File: src/common/mm_settings.svh
`ifndef MM_SETTINGS_SVH
`define MM_SETTINGS_SVH

// Array geometry, height is also the output buffer depth in rows
`define MM_HEIGHT 4
`define MM_WIDTH 4
// Element width in bits
`define MM_DW 16

// Register file geometry
`define MM_AW 3
`define MM_NREGS 5

// Register map
`define MM_REG_M 0
`define MM_REG_N 1
`define MM_REG_K 2
`define MM_REG_CMD 3
`define MM_REG_STATUS 4

// Command codes written to MM_REG_CMD
`define MM_CMD_START 1
`define MM_CMD_CLEAR 2

`endif

File: src/common/mm_pkg.sv
`include "mm_settings.svh"

package mm_pkg;

  // Matrix dimension as written by software
  typedef logic [15:0] dim_t;

  // Iteration and tile counts
  typedef logic [15:0] iter_t;

  // One result row, MM_WIDTH elements packed side by side
  typedef logic [`MM_WIDTH*`MM_DW-1:0] row_t;

  // Peripheral register index and data word
  typedef logic [`MM_AW-1:0] reg_addr_t;
  typedef logic [31:0]       reg_data_t;

  // Controller phases
  typedef enum logic [2:0] {
    IDLE,
    STARTING,
    COMPUTING,
    BUFFERING,
    STORING,
    FINISHED
  } ctrl_state_t;

endpackage : mm_pkg

File: src/design/mm_regfile.sv
`timescale 1ns/1ns
`include "mm_settings.svh"

module mm_regfile (
  input  logic              clk_i,
  input  logic              rst_ni,
  // Peripheral request strobes
  input  logic              req_i,
  input  logic              we_i,
  input  mm_pkg::reg_addr_t addr_i,
  input  mm_pkg::reg_data_t wdata_i,
  output mm_pkg::reg_data_t rdata_o,
  output logic              rvalid_o,
  // Job status from the controller
  input  logic              done_i,
  input  logic              busy_i,
  // Job configuration and commands
  output mm_pkg::dim_t      m_o,
  output mm_pkg::dim_t      n_o,
  output mm_pkg::dim_t      k_o,
  output logic              start_o,
  output logic              clear_o,
  output logic              done_evt_o
);
  import mm_pkg::*;

  logic      addr_ok;
  logic      wr_en;
  logic      rd_en;
  logic      status_rd;
  logic      done_sticky_q;
  dim_t      m_q;
  dim_t      n_q;
  dim_t      k_q;
  reg_data_t rdata_d;
  reg_data_t rdata_q;
  logic      rvalid_q;

  // Writes outside the implemented registers are dropped
  assign addr_ok   = (addr_i < `MM_NREGS);
  assign wr_en     = req_i & we_i & addr_ok;
  assign rd_en     = req_i & ~we_i;
  assign status_rd = rd_en && (addr_i == reg_addr_t'(`MM_REG_STATUS));

  // Command pulses last as long as the write strobe
  assign start_o = wr_en && (addr_i == reg_addr_t'(`MM_REG_CMD))
                   && (wdata_i == reg_data_t'(`MM_CMD_START));
  assign clear_o = wr_en && (addr_i == reg_addr_t'(`MM_REG_CMD))
                   && (wdata_i == reg_data_t'(`MM_CMD_CLEAR));

  // Size registers
  always_ff @(posedge clk_i or negedge rst_ni) begin
    if (!rst_ni) begin
      m_q <= '0;
      n_q <= '0;
      k_q <= '0;
    end else if (wr_en) begin
      case (addr_i)
        reg_addr_t'(`MM_REG_M): m_q <= dim_t'(wdata_i);
        reg_addr_t'(`MM_REG_N): n_q <= dim_t'(wdata_i);
        reg_addr_t'(`MM_REG_K): k_q <= dim_t'(wdata_i);
        default: ;
      endcase
    end
  end

  // A new done wins over a status read in the same cycle
  always_ff @(posedge clk_i or negedge rst_ni) begin
    if (!rst_ni) begin
      done_sticky_q <= 1'b0;
    end else if (done_i) begin
      done_sticky_q <= 1'b1;
    end else if (clear_o || status_rd) begin
      done_sticky_q <= 1'b0;
    end
  end

  // Command register reads as zero
  always_comb begin
    rdata_d = '0;
    case (addr_i)
      reg_addr_t'(`MM_REG_M):      rdata_d = reg_data_t'(m_q);
      reg_addr_t'(`MM_REG_N):      rdata_d = reg_data_t'(n_q);
      reg_addr_t'(`MM_REG_K):      rdata_d = reg_data_t'(k_q);
      reg_addr_t'(`MM_REG_STATUS): rdata_d = reg_data_t'({done_sticky_q, busy_i});
      default:                     rdata_d = '0;
    endcase
  end

  // Response one cycle after the request
  always_ff @(posedge clk_i or negedge rst_ni) begin
    if (!rst_ni) begin
      rvalid_q <= 1'b0;
    end else begin
      rvalid_q <= rd_en;
    end
  end

  always_ff @(posedge clk_i) begin
    if (rd_en) begin
      rdata_q <= rdata_d;
    end
  end

  assign rdata_o    = rdata_q;
  assign rvalid_o   = rvalid_q;
  assign m_o        = m_q;
  assign n_o        = n_q;
  assign k_o        = k_q;
  // Single job event line
  assign done_evt_o = done_i;

  // Done only comes from a running job
  a_done_while_busy: assert property (
    @(posedge clk_i) disable iff (!rst_ni) done_i |-> busy_i
  );

endmodule : mm_regfile

File: src/design/mm_tiler.sv
`timescale 1ns/1ns
`include "mm_settings.svh"

module mm_tiler (
  input  logic          clk_i,
  input  logic          rst_ni,
  input  logic          clear_i,
  input  logic          start_i,
  input  logic          setback_i,
  input  mm_pkg::dim_t  m_i,
  input  mm_pkg::dim_t  n_i,
  input  mm_pkg::dim_t  k_i,
  output logic          cfg_valid_o,
  output mm_pkg::iter_t w_iters_o,
  output mm_pkg::iter_t tot_tiles_o
);
  import mm_pkg::*;

  // Division by shift, valid only for power of two geometry
  localparam int unsigned h_shift = $clog2(`MM_HEIGHT);
  localparam int unsigned w_shift = $clog2(`MM_WIDTH);

  logic [16:0] k_sum;
  logic [16:0] m_sum;
  logic [16:0] n_sum;
  iter_t       m_tiles;
  iter_t       n_tiles;
  iter_t       w_iters_q;
  iter_t       tot_tiles_q;
  logic        cfg_valid_q;

  // Round up by adding divisor minus one before the shift
  assign k_sum   = {1'b0, k_i} + 17'(`MM_HEIGHT - 1);
  assign m_sum   = {1'b0, m_i} + 17'(`MM_HEIGHT - 1);
  assign n_sum   = {1'b0, n_i} + 17'(`MM_WIDTH - 1);
  assign m_tiles = iter_t'(m_sum >> h_shift);
  assign n_tiles = iter_t'(n_sum >> w_shift);

  // A start loads new counts, setback only drops valid
  always_ff @(posedge clk_i or negedge rst_ni) begin
    if (!rst_ni) begin
      cfg_valid_q <= 1'b0;
      w_iters_q   <= '0;
      tot_tiles_q <= '0;
    end else if (clear_i) begin
      cfg_valid_q <= 1'b0;
    end else if (start_i) begin
      cfg_valid_q <= 1'b1;
      w_iters_q   <= iter_t'(k_sum >> h_shift);
      tot_tiles_q <= iter_t'(m_tiles * n_tiles);
    end else if (setback_i) begin
      cfg_valid_q <= 1'b0;
    end
  end

  assign cfg_valid_o = cfg_valid_q;
  assign w_iters_o   = w_iters_q;
  assign tot_tiles_o = tot_tiles_q;

  // Geometry has to stay a power of two, also for the buffer pointer wrap
  a_pow2_geom: assert property (
    @(posedge clk_i) disable iff (!rst_ni)
    ((`MM_HEIGHT & (`MM_HEIGHT - 1)) == 0) && ((`MM_WIDTH & (`MM_WIDTH - 1)) == 0)
  );

endmodule : mm_tiler

File: src/mm_ctrl/mm_ctrl.sv
`timescale 1ns/1ns

module mm_ctrl (
  input  logic          clk_i,
  input  logic          rst_ni,
  input  logic          clear_i,
  // Configuration from the tiler
  input  logic          cfg_valid_i,
  input  mm_pkg::iter_t w_iters_i,
  input  mm_pkg::iter_t tot_tiles_i,
  // Engine strobes
  input  logic          w_loaded_i,
  input  logic          reg_enable_i,
  // Output buffer flags
  input  logic          z_full_i,
  input  logic          z_empty_i,
  // Control outputs
  output logic          setback_o,
  output logic          busy_o,
  output logic          done_o,
  output logic          accumulate_o,
  output logic          flush_o,
  output logic          z_fill_o
);
  import mm_pkg::*;

  ctrl_state_t state_q;
  ctrl_state_t state_d;
  // Result iterations within the current tile
  iter_t       iter_q;
  iter_t       iter_d;
  // Tiles stored so far
  iter_t       tile_q;
  iter_t       tile_d;

  // Clear drops state and counters back to idle
  always_ff @(posedge clk_i or negedge rst_ni) begin
    if (!rst_ni) begin
      state_q <= IDLE;
      iter_q  <= '0;
      tile_q  <= '0;
    end else if (clear_i) begin
      state_q <= IDLE;
      iter_q  <= '0;
      tile_q  <= '0;
    end else begin
      state_q <= state_d;
      iter_q  <= iter_d;
      tile_q  <= tile_d;
    end
  end

  always_comb begin
    state_d   = state_q;
    iter_d    = iter_q;
    tile_d    = tile_q;
    setback_o = 1'b0;
    done_o    = 1'b0;
    flush_o   = 1'b0;
    z_fill_o  = 1'b0;

    case (state_q)
      IDLE: begin
        iter_d = '0;
        tile_d = '0;
        // Consume the tiler configuration
        if (cfg_valid_i) begin
          setback_o = 1'b1;
          state_d   = STARTING;
        end
      end

      STARTING: begin
        // Wait for the first weight row
        if (w_loaded_i) begin
          state_d = COMPUTING;
        end
      end

      COMPUTING: begin
        if (reg_enable_i) begin
          // Last iteration of the tile
          if (iter_q == w_iters_i - iter_t'(1)) begin
            iter_d  = '0;
            state_d = BUFFERING;
          end else begin
            iter_d = iter_q + iter_t'(1);
          end
        end
      end

      BUFFERING: begin
        // Every result row goes into the buffer until it reports full
        z_fill_o = reg_enable_i;
        if (z_full_i) begin
          state_d = STORING;
        end
      end

      STORING: begin
        // Buffer drained means one tile stored
        if (z_empty_i) begin
          tile_d = tile_q + iter_t'(1);
          if (tile_q == tot_tiles_i - iter_t'(1)) begin
            state_d = FINISHED;
          end else begin
            state_d = COMPUTING;
          end
        end
      end

      FINISHED: begin
        done_o  = 1'b1;
        flush_o = 1'b1;
        tile_d  = '0;
        state_d = IDLE;
      end

      default: state_d = IDLE;
    endcase
  end

  // Busy stays high through FINISHED and falls one cycle later
  assign busy_o       = (state_q != IDLE);
  // Only the first result iteration of a tile starts from zero
  assign accumulate_o = (state_q == COMPUTING) && (iter_q != '0);

  // A zero count would wrap the last iteration and last tile compares
  a_cfg_nonzero: assert property (
    @(posedge clk_i) disable iff (!rst_ni)
    ((state_q == IDLE) && cfg_valid_i) |-> ((w_iters_i != '0) && (tot_tiles_i != '0))
  );

  // The buffer is drained before a tile computes
  a_compute_empty: assert property (
    @(posedge clk_i) disable iff (!rst_ni)
    (state_q == COMPUTING) |-> z_empty_i
  );

endmodule : mm_ctrl

File: src/design/mm_zbuffer.sv
`timescale 1ns/1ns
`include "mm_settings.svh"

module mm_zbuffer (
  input  logic         clk_i,
  input  logic         rst_ni,
  input  logic         clear_i,
  // Write side from the engine
  input  logic         fill_i,
  input  mm_pkg::row_t z_row_i,
  // Read side to the store streamer
  input  logic         store_ready_i,
  output mm_pkg::row_t z_row_o,
  output logic         store_valid_o,
  // Level flags
  output logic         full_o,
  output logic         empty_o
);
  import mm_pkg::*;

  localparam int unsigned depth = `MM_HEIGHT;
  localparam int unsigned pw    = $clog2(depth);

  row_t          mem_q [depth];
  logic [pw-1:0] wptr_q;
  logic [pw-1:0] rptr_q;
  logic [pw:0]   count_q;
  logic          push;
  logic          pop;
  row_t          z_row_q;
  logic          store_valid_q;

  assign full_o  = (count_q == (pw+1)'(depth));
  assign empty_o = (count_q == '0);
  // Fills on full and requests on empty are dropped
  assign push    = fill_i & ~full_o;
  assign pop     = store_ready_i & ~empty_o;

  // Pointers wrap naturally, depth is a power of two
  always_ff @(posedge clk_i or negedge rst_ni) begin
    if (!rst_ni) begin
      wptr_q        <= '0;
      rptr_q        <= '0;
      count_q       <= '0;
      store_valid_q <= 1'b0;
    end else if (clear_i) begin
      wptr_q        <= '0;
      rptr_q        <= '0;
      count_q       <= '0;
      store_valid_q <= 1'b0;
    end else begin
      if (push) begin
        wptr_q <= wptr_q + 1'b1;
      end
      if (pop) begin
        rptr_q <= rptr_q + 1'b1;
      end
      case ({push, pop})
        2'b10:   count_q <= count_q + 1'b1;
        2'b01:   count_q <= count_q - 1'b1;
        default: ;
      endcase
      // Row is presented the cycle after the request
      store_valid_q <= pop;
    end
  end

  // Row storage and output register
  always_ff @(posedge clk_i) begin
    if (push) begin
      mem_q[wptr_q] <= z_row_i;
    end
    if (pop) begin
      z_row_q <= mem_q[rptr_q];
    end
  end

  assign z_row_o       = z_row_q;
  assign store_valid_o = store_valid_q;

  // Controller stops filling once full, so a lost row is a sequencing bug
  a_no_fill_on_full: assert property (
    @(posedge clk_i) disable iff (!rst_ni)
    fill_i |-> !full_o
  );

endmodule : mm_zbuffer

File: src/design/mm_top.sv
`timescale 1ns/1ns

module mm_top (
  input  logic              clk_i,
  input  logic              rst_ni,
  // Peripheral port
  input  logic              req_i,
  input  logic              we_i,
  input  mm_pkg::reg_addr_t addr_i,
  input  mm_pkg::reg_data_t wdata_i,
  output mm_pkg::reg_data_t rdata_o,
  output logic              rvalid_o,
  // Engine side
  input  logic              w_loaded_i,
  input  logic              reg_enable_i,
  input  mm_pkg::row_t      z_row_i,
  output logic              accumulate_o,
  output logic              flush_o,
  output logic              z_fill_o,
  // Store side
  input  logic              store_ready_i,
  output mm_pkg::row_t      z_row_o,
  output logic              store_valid_o,
  // Job status
  output logic              busy_o,
  output logic              done_evt_o
);
  import mm_pkg::*;

  dim_t  m;
  dim_t  n;
  dim_t  k;
  logic  start;
  logic  clear;
  logic  setback;
  logic  cfg_valid;
  iter_t w_iters;
  iter_t tot_tiles;
  logic  done;
  logic  z_full;
  logic  z_empty;

  mm_regfile i_regfile (
    .clk_i      ( clk_i      ),
    .rst_ni     ( rst_ni     ),
    .req_i      ( req_i      ),
    .we_i       ( we_i       ),
    .addr_i     ( addr_i     ),
    .wdata_i    ( wdata_i    ),
    .rdata_o    ( rdata_o    ),
    .rvalid_o   ( rvalid_o   ),
    .done_i     ( done       ),
    .busy_i     ( busy_o     ),
    .m_o        ( m          ),
    .n_o        ( n          ),
    .k_o        ( k          ),
    .start_o    ( start      ),
    .clear_o    ( clear      ),
    .done_evt_o ( done_evt_o )
  );

  mm_tiler i_tiler (
    .clk_i       ( clk_i     ),
    .rst_ni      ( rst_ni    ),
    .clear_i     ( clear     ),
    .start_i     ( start     ),
    .setback_i   ( setback   ),
    .m_i         ( m         ),
    .n_i         ( n         ),
    .k_i         ( k         ),
    .cfg_valid_o ( cfg_valid ),
    .w_iters_o   ( w_iters   ),
    .tot_tiles_o ( tot_tiles )
  );

  mm_ctrl i_ctrl (
    .clk_i        ( clk_i        ),
    .rst_ni       ( rst_ni       ),
    .clear_i      ( clear        ),
    .cfg_valid_i  ( cfg_valid    ),
    .w_iters_i    ( w_iters      ),
    .tot_tiles_i  ( tot_tiles    ),
    .w_loaded_i   ( w_loaded_i   ),
    .reg_enable_i ( reg_enable_i ),
    .z_full_i     ( z_full       ),
    .z_empty_i    ( z_empty      ),
    .setback_o    ( setback      ),
    .busy_o       ( busy_o       ),
    .done_o       ( done         ),
    .accumulate_o ( accumulate_o ),
    .flush_o      ( flush_o      ),
    .z_fill_o     ( z_fill_o     )
  );

  mm_zbuffer i_zbuffer (
    .clk_i         ( clk_i         ),
    .rst_ni        ( rst_ni        ),
    .clear_i       ( clear         ),
    .fill_i        ( z_fill_o      ),
    .z_row_i       ( z_row_i       ),
    .store_ready_i ( store_ready_i ),
    .z_row_o       ( z_row_o       ),
    .store_valid_o ( store_valid_o ),
    .full_o        ( z_full        ),
    .empty_o       ( z_empty       )
  );

endmodule : mm_top

File: config.mk
export PLATFORM = sky130hd
export DESIGN_NAME = mm_top
export DESIGN_NICKNAME = d
export VERILOG_FILES = /design/src/common/mm_pkg.sv /design/src/design/mm_regfile.sv /design/src/design/mm_tiler.sv /design/src/mm_ctrl/mm_ctrl.sv /design/src/design/mm_zbuffer.sv /design/src/design/mm_top.sv
export VERILOG_INCLUDE_DIRS = /design/src /design/src/common
export SDC_FILE = /design/constraint.sdc
export NUM_CORES = 1
export LEC_CHECK = 0
export BUFFER_PORTS_ARGS = -buffer_cell sky130_fd_sc_hd__buf_2
export CORE_ASPECT_RATIO = 1.25
export CORE_MARGIN = 5
export CORE_UTILIZATION = 42
export DETAILED_ROUTE_END_ITERATION = 16
export SYNTH_ARGS = -nofsm -noshare
export SYNTH_HDL_FRONTEND = slang
export SYNTH_SLANG_ARGS = --single-unit
File: constraint.sdc
create_clock -name clk_i -period 12.35 [get_ports clk_i]
set_input_delay 3.705 -clock clk_i [delete_from_list [all_inputs] [get_ports clk_i]]
set_output_delay 3.705 -clock clk_i [all_outputs]
set_load 0.01 [all_outputs]
==> impl_metrics.py <==
metrics = {
    "run_status": {
        "status": "finished clean",
    },
    "route": {
        "drt_iter0_drc": 873,
        "vias": 14074,
        "drtAntennaViolNets": 0,
        "drc": 0,
        "viasPerCell": 5.24,
        "totalWireLength_um": 53100,
        "dr.pass1.iters": 5,
        "route.detailed.wl_per_inst_um": 19.8,
    },
    "logic_synthesis": {
        "synth_seq_area_share_pct": 57.2,
        "netlist_top_cells_count": "336 x edfxtp_1, 153 x nor2_1, 135 x nand2_1, 131 x inv_1, 125 x dfrtp_1",
        "synth-main-ff-cell": "edfxtp_1",
        "synth_edf_count": 336,
        "synth_area_leaders": "edfxtp_1 44%, dfrtp_1 14%, fa_1 7.1%",
        "async_reset_ff_share_pct": 27.1,
        "synthesis.area_mm2": 0.0231,
        "synth.distinct_cells": 69,
        "synth_cells": 1713,
        "ys_warn_count": 0,
        "synth_top_area_share_pct": 43.7,
        "yosysMostFrequentCell": "edfxtp_1",
        "postSynthAreaPerCell_um2": 13.5,
        "ys_ff_latch": 461,
        "synth_top_area_cell": "edfxtp_1",
    },
    "die": {
        "rows": 96,
        "initial_utilization_pct": 42.3,
        "ios": 209,
        "die_w_um": 220,
        "fp.dieArea_mm2": 0.0598,
        "core_area_mm2": 0.0547,
        "die_h_um": 272,
    },
    "layout": {
        "num-nets-final": 2149,
        "nFillCells": 4794,
        "multi_input_area_mm2": 0.00912,
        "drive_gt1_share_pct": 21.3,
        "seq_area_mm2": 0.0132,
        "area_growth_pct": 14.5,
    },
    "sta": {
        "rsz0062_at_grt": "false",
        "period_needed_ps": 7790,
        "finalHoldViolCount": 0,
        "max_freq_mhz": 128,
        "finalHoldWorstSlack_ps": 506,
        "skew_ps": 24.2,
        "fin_setup_tns_ps": 0,
        "timing.final.crit_share_pct": 63.1,
        "timing_worst_slew_pin_value_ps": 1130,
        "setup_viol_count_final": 0,
        "maxSlewViolCount": 0,
        "max_slew_margin_pct": 24.4,
    },
    "hold_path": {
        "min_path_type": "flip-flop to flip-flop",
    },
    "setup_path": {
        "critPathMostFrequentCell": "buf_2",
        "worstSetupPathType": "primary input to primary output",
        "cp_cell_sequence": "buf_2 > nand2_1 > inv_1 > buf_2",
        "cp.arrival_ps": 4080,
        "max_stage_delay_ps": 130,
        "crit_required_ps": 8640,
        "cpMaxStageDelayCell": "buf_2",
        "end_kind": "primary output",
        "cp_max_fo": 3,
        "startpoint_type": "primary input",
    },
    "clock_tree": {
        "post_cts_buffers": 0,
        "cts_root_buf": "clkbuf_16",
        "numCtsBuffers": 46,
        "cts.clk_slew.worst_paths_ps": 60,
        "cts.sinks": 461,
        "clk_latency_ps": 580,
        "cts_max_path_buffers": 3,
        "hold_buffers": 0,
        "cts_resized": 0,
        "cts_tree": "done",
        "htreeDepth": 2,
    },
    "placement": {
        "dp_hpwl_um": 37300,
        "place_congestion": 0.865,
        "port_buffers": 192,
    },
    "global_routing": {
        "grt_max_degree": 67,
        "grt_overflow": 0,
        "grt_first_pass_wirelength_um": 84100,
        "grt_pass1_vias": 14729,
        "antenna_found_initial": 12,
        "grt_usage_pct": 17.9,
    },
    "flow_run": {
        "max-cap-violations": 0,
    },
    "pwr": {
        "leakage_uw": 0.0102,
        "irDropWorstVdd_mv": 0.322,
        "powerDensity_mw_per_mm2": 259,
    },
}
state kept, by name, summed over array words and instances, names as in the netlist, 2 cells and up:
name                 cells
i_zbuffer.rptr_q         2
i_zbuffer.wptr_q         2
i_regfile.n_o           16
i_tiler.tot_tiles_o     16
i_ctrl.state_q           3
i_regfile.m_o           16
i_zbuffer.z_row_o       64
i_tiler.w_iters_o       15
i_regfile.k_o           16
i_zbuffer.mem_q        256
i_ctrl.tile_q           16
i_regfile.rdata_o       16
i_ctrl.iter_q           16
i_zbuffer.count_q        3
worst max-delay path, delay by kind of cell:
| family | cells | cell delay, ps |
|---|---|---|
| buffers and inverters | 3 | 300 |
| and+or+nand+nor | 1 | 90 |
cells by family after synthesis:
family,share of synthesized area [%]
compound gates,4.21
xor+xnor,5.67
other cells,0.0162
mux,9.48
flops,57.2
buf+inv,3.64
simple gates,9.86
fa+ha+maj,9.92
report_power, final:
part	internal (µW)	switching [µW]	leakage, µW
clock	873	604	0.000780
combinational	1600	2010	0.00471
sequential	1700	62.4	0.00469
per-layer routing:
layer  global-route usage [%]  vias to the layer above  wire length, µm
li1                         -                     6460                -
met1                     22.6                     7174            21400
met2                     30.2                      337            26300
met3                     5.47                       89             3970
met4                     4.93                       14             1310
met5                        0                        -               96
per-stage QoR:
step | instances | instance area (µm²) | setup slack (ps) | total power [µW] | utilization (%)
3_3_place_gp | 2596 | 24800 | 4570 | 5430 | 45.4
4_1_cts | 2682 | 26400 | 4550 | 7000 | 48.4
6_report | 2686 | 26500 | 4560 | 6860 | 48.4
2_1_floorplan | 1728 | 23200 | 4810 | 4500 | -
3_5_place_dp | 2596 | 24800 | 4550 | 5490 | 45.4
5_1_grt | 2682 | 26400 | 4530 | 7520 | 48.4
final timing paths:
check	startpoint	endpoint	cells past startpoint	slack (ps)
max reg2reg	i_regfile.m_o[3]	i_tiler.tot_tiles_o[15]	23	5120
min in group asynchronous	rst_ni	i_regfile.n_o[15]	1	3260
max	reg_enable_i	z_fill_o	4	4560
min reg2reg	i_tiler.w_iters_o[1]	i_tiler.w_iters_o[1]	2	510
max in group asynchronous	rst_ni	i_ctrl.tile_q[3]	2	7700
min	i_tiler.w_iters_o[1]	i_tiler.w_iters_o[1]	2	510
cell usage in the layout, fill, tap and decap left out, drive strengths merged, types with 7 or more instances in the layout:
cell	netlist	layout
a21oi	35	35
a31oi	7	7
and2	15	15
and3	15	15
buf	32	207
bufinv	0	8
clkbuf	42	54
clkinv	0	20
conb	1	16
dfrtp	125	125
edfxtp	336	336
fa	82	82
ha	52	52
inv	131	132
mux2	47	47
mux2i	22	22
mux4	64	64
nand2	137	137
nand2b	9	9
nand3	33	33
nand4	14	14
nor2	153	153
nor2b	9	9
nor3	25	25
nor4	16	16
o21ai	66	66
or2	8	8
or3	19	19
xnor2	93	93
xor2	49	49
area by class of cell:
class                           instances  share of cell area, %
Tap cell                              735                   3.48
Antenna cell                            4                 0.0378
Inverter                              131                   1.86
Timing Repair Buffer                  207                   4.07
Clock buffer                           54                   4.54
Multi-Input combinational cell       1062                   34.5
Sequential cell                       461                   50.0
Clock inverter                         32                   1.57
Note: power is estimated with default switching activity, not from simulation.
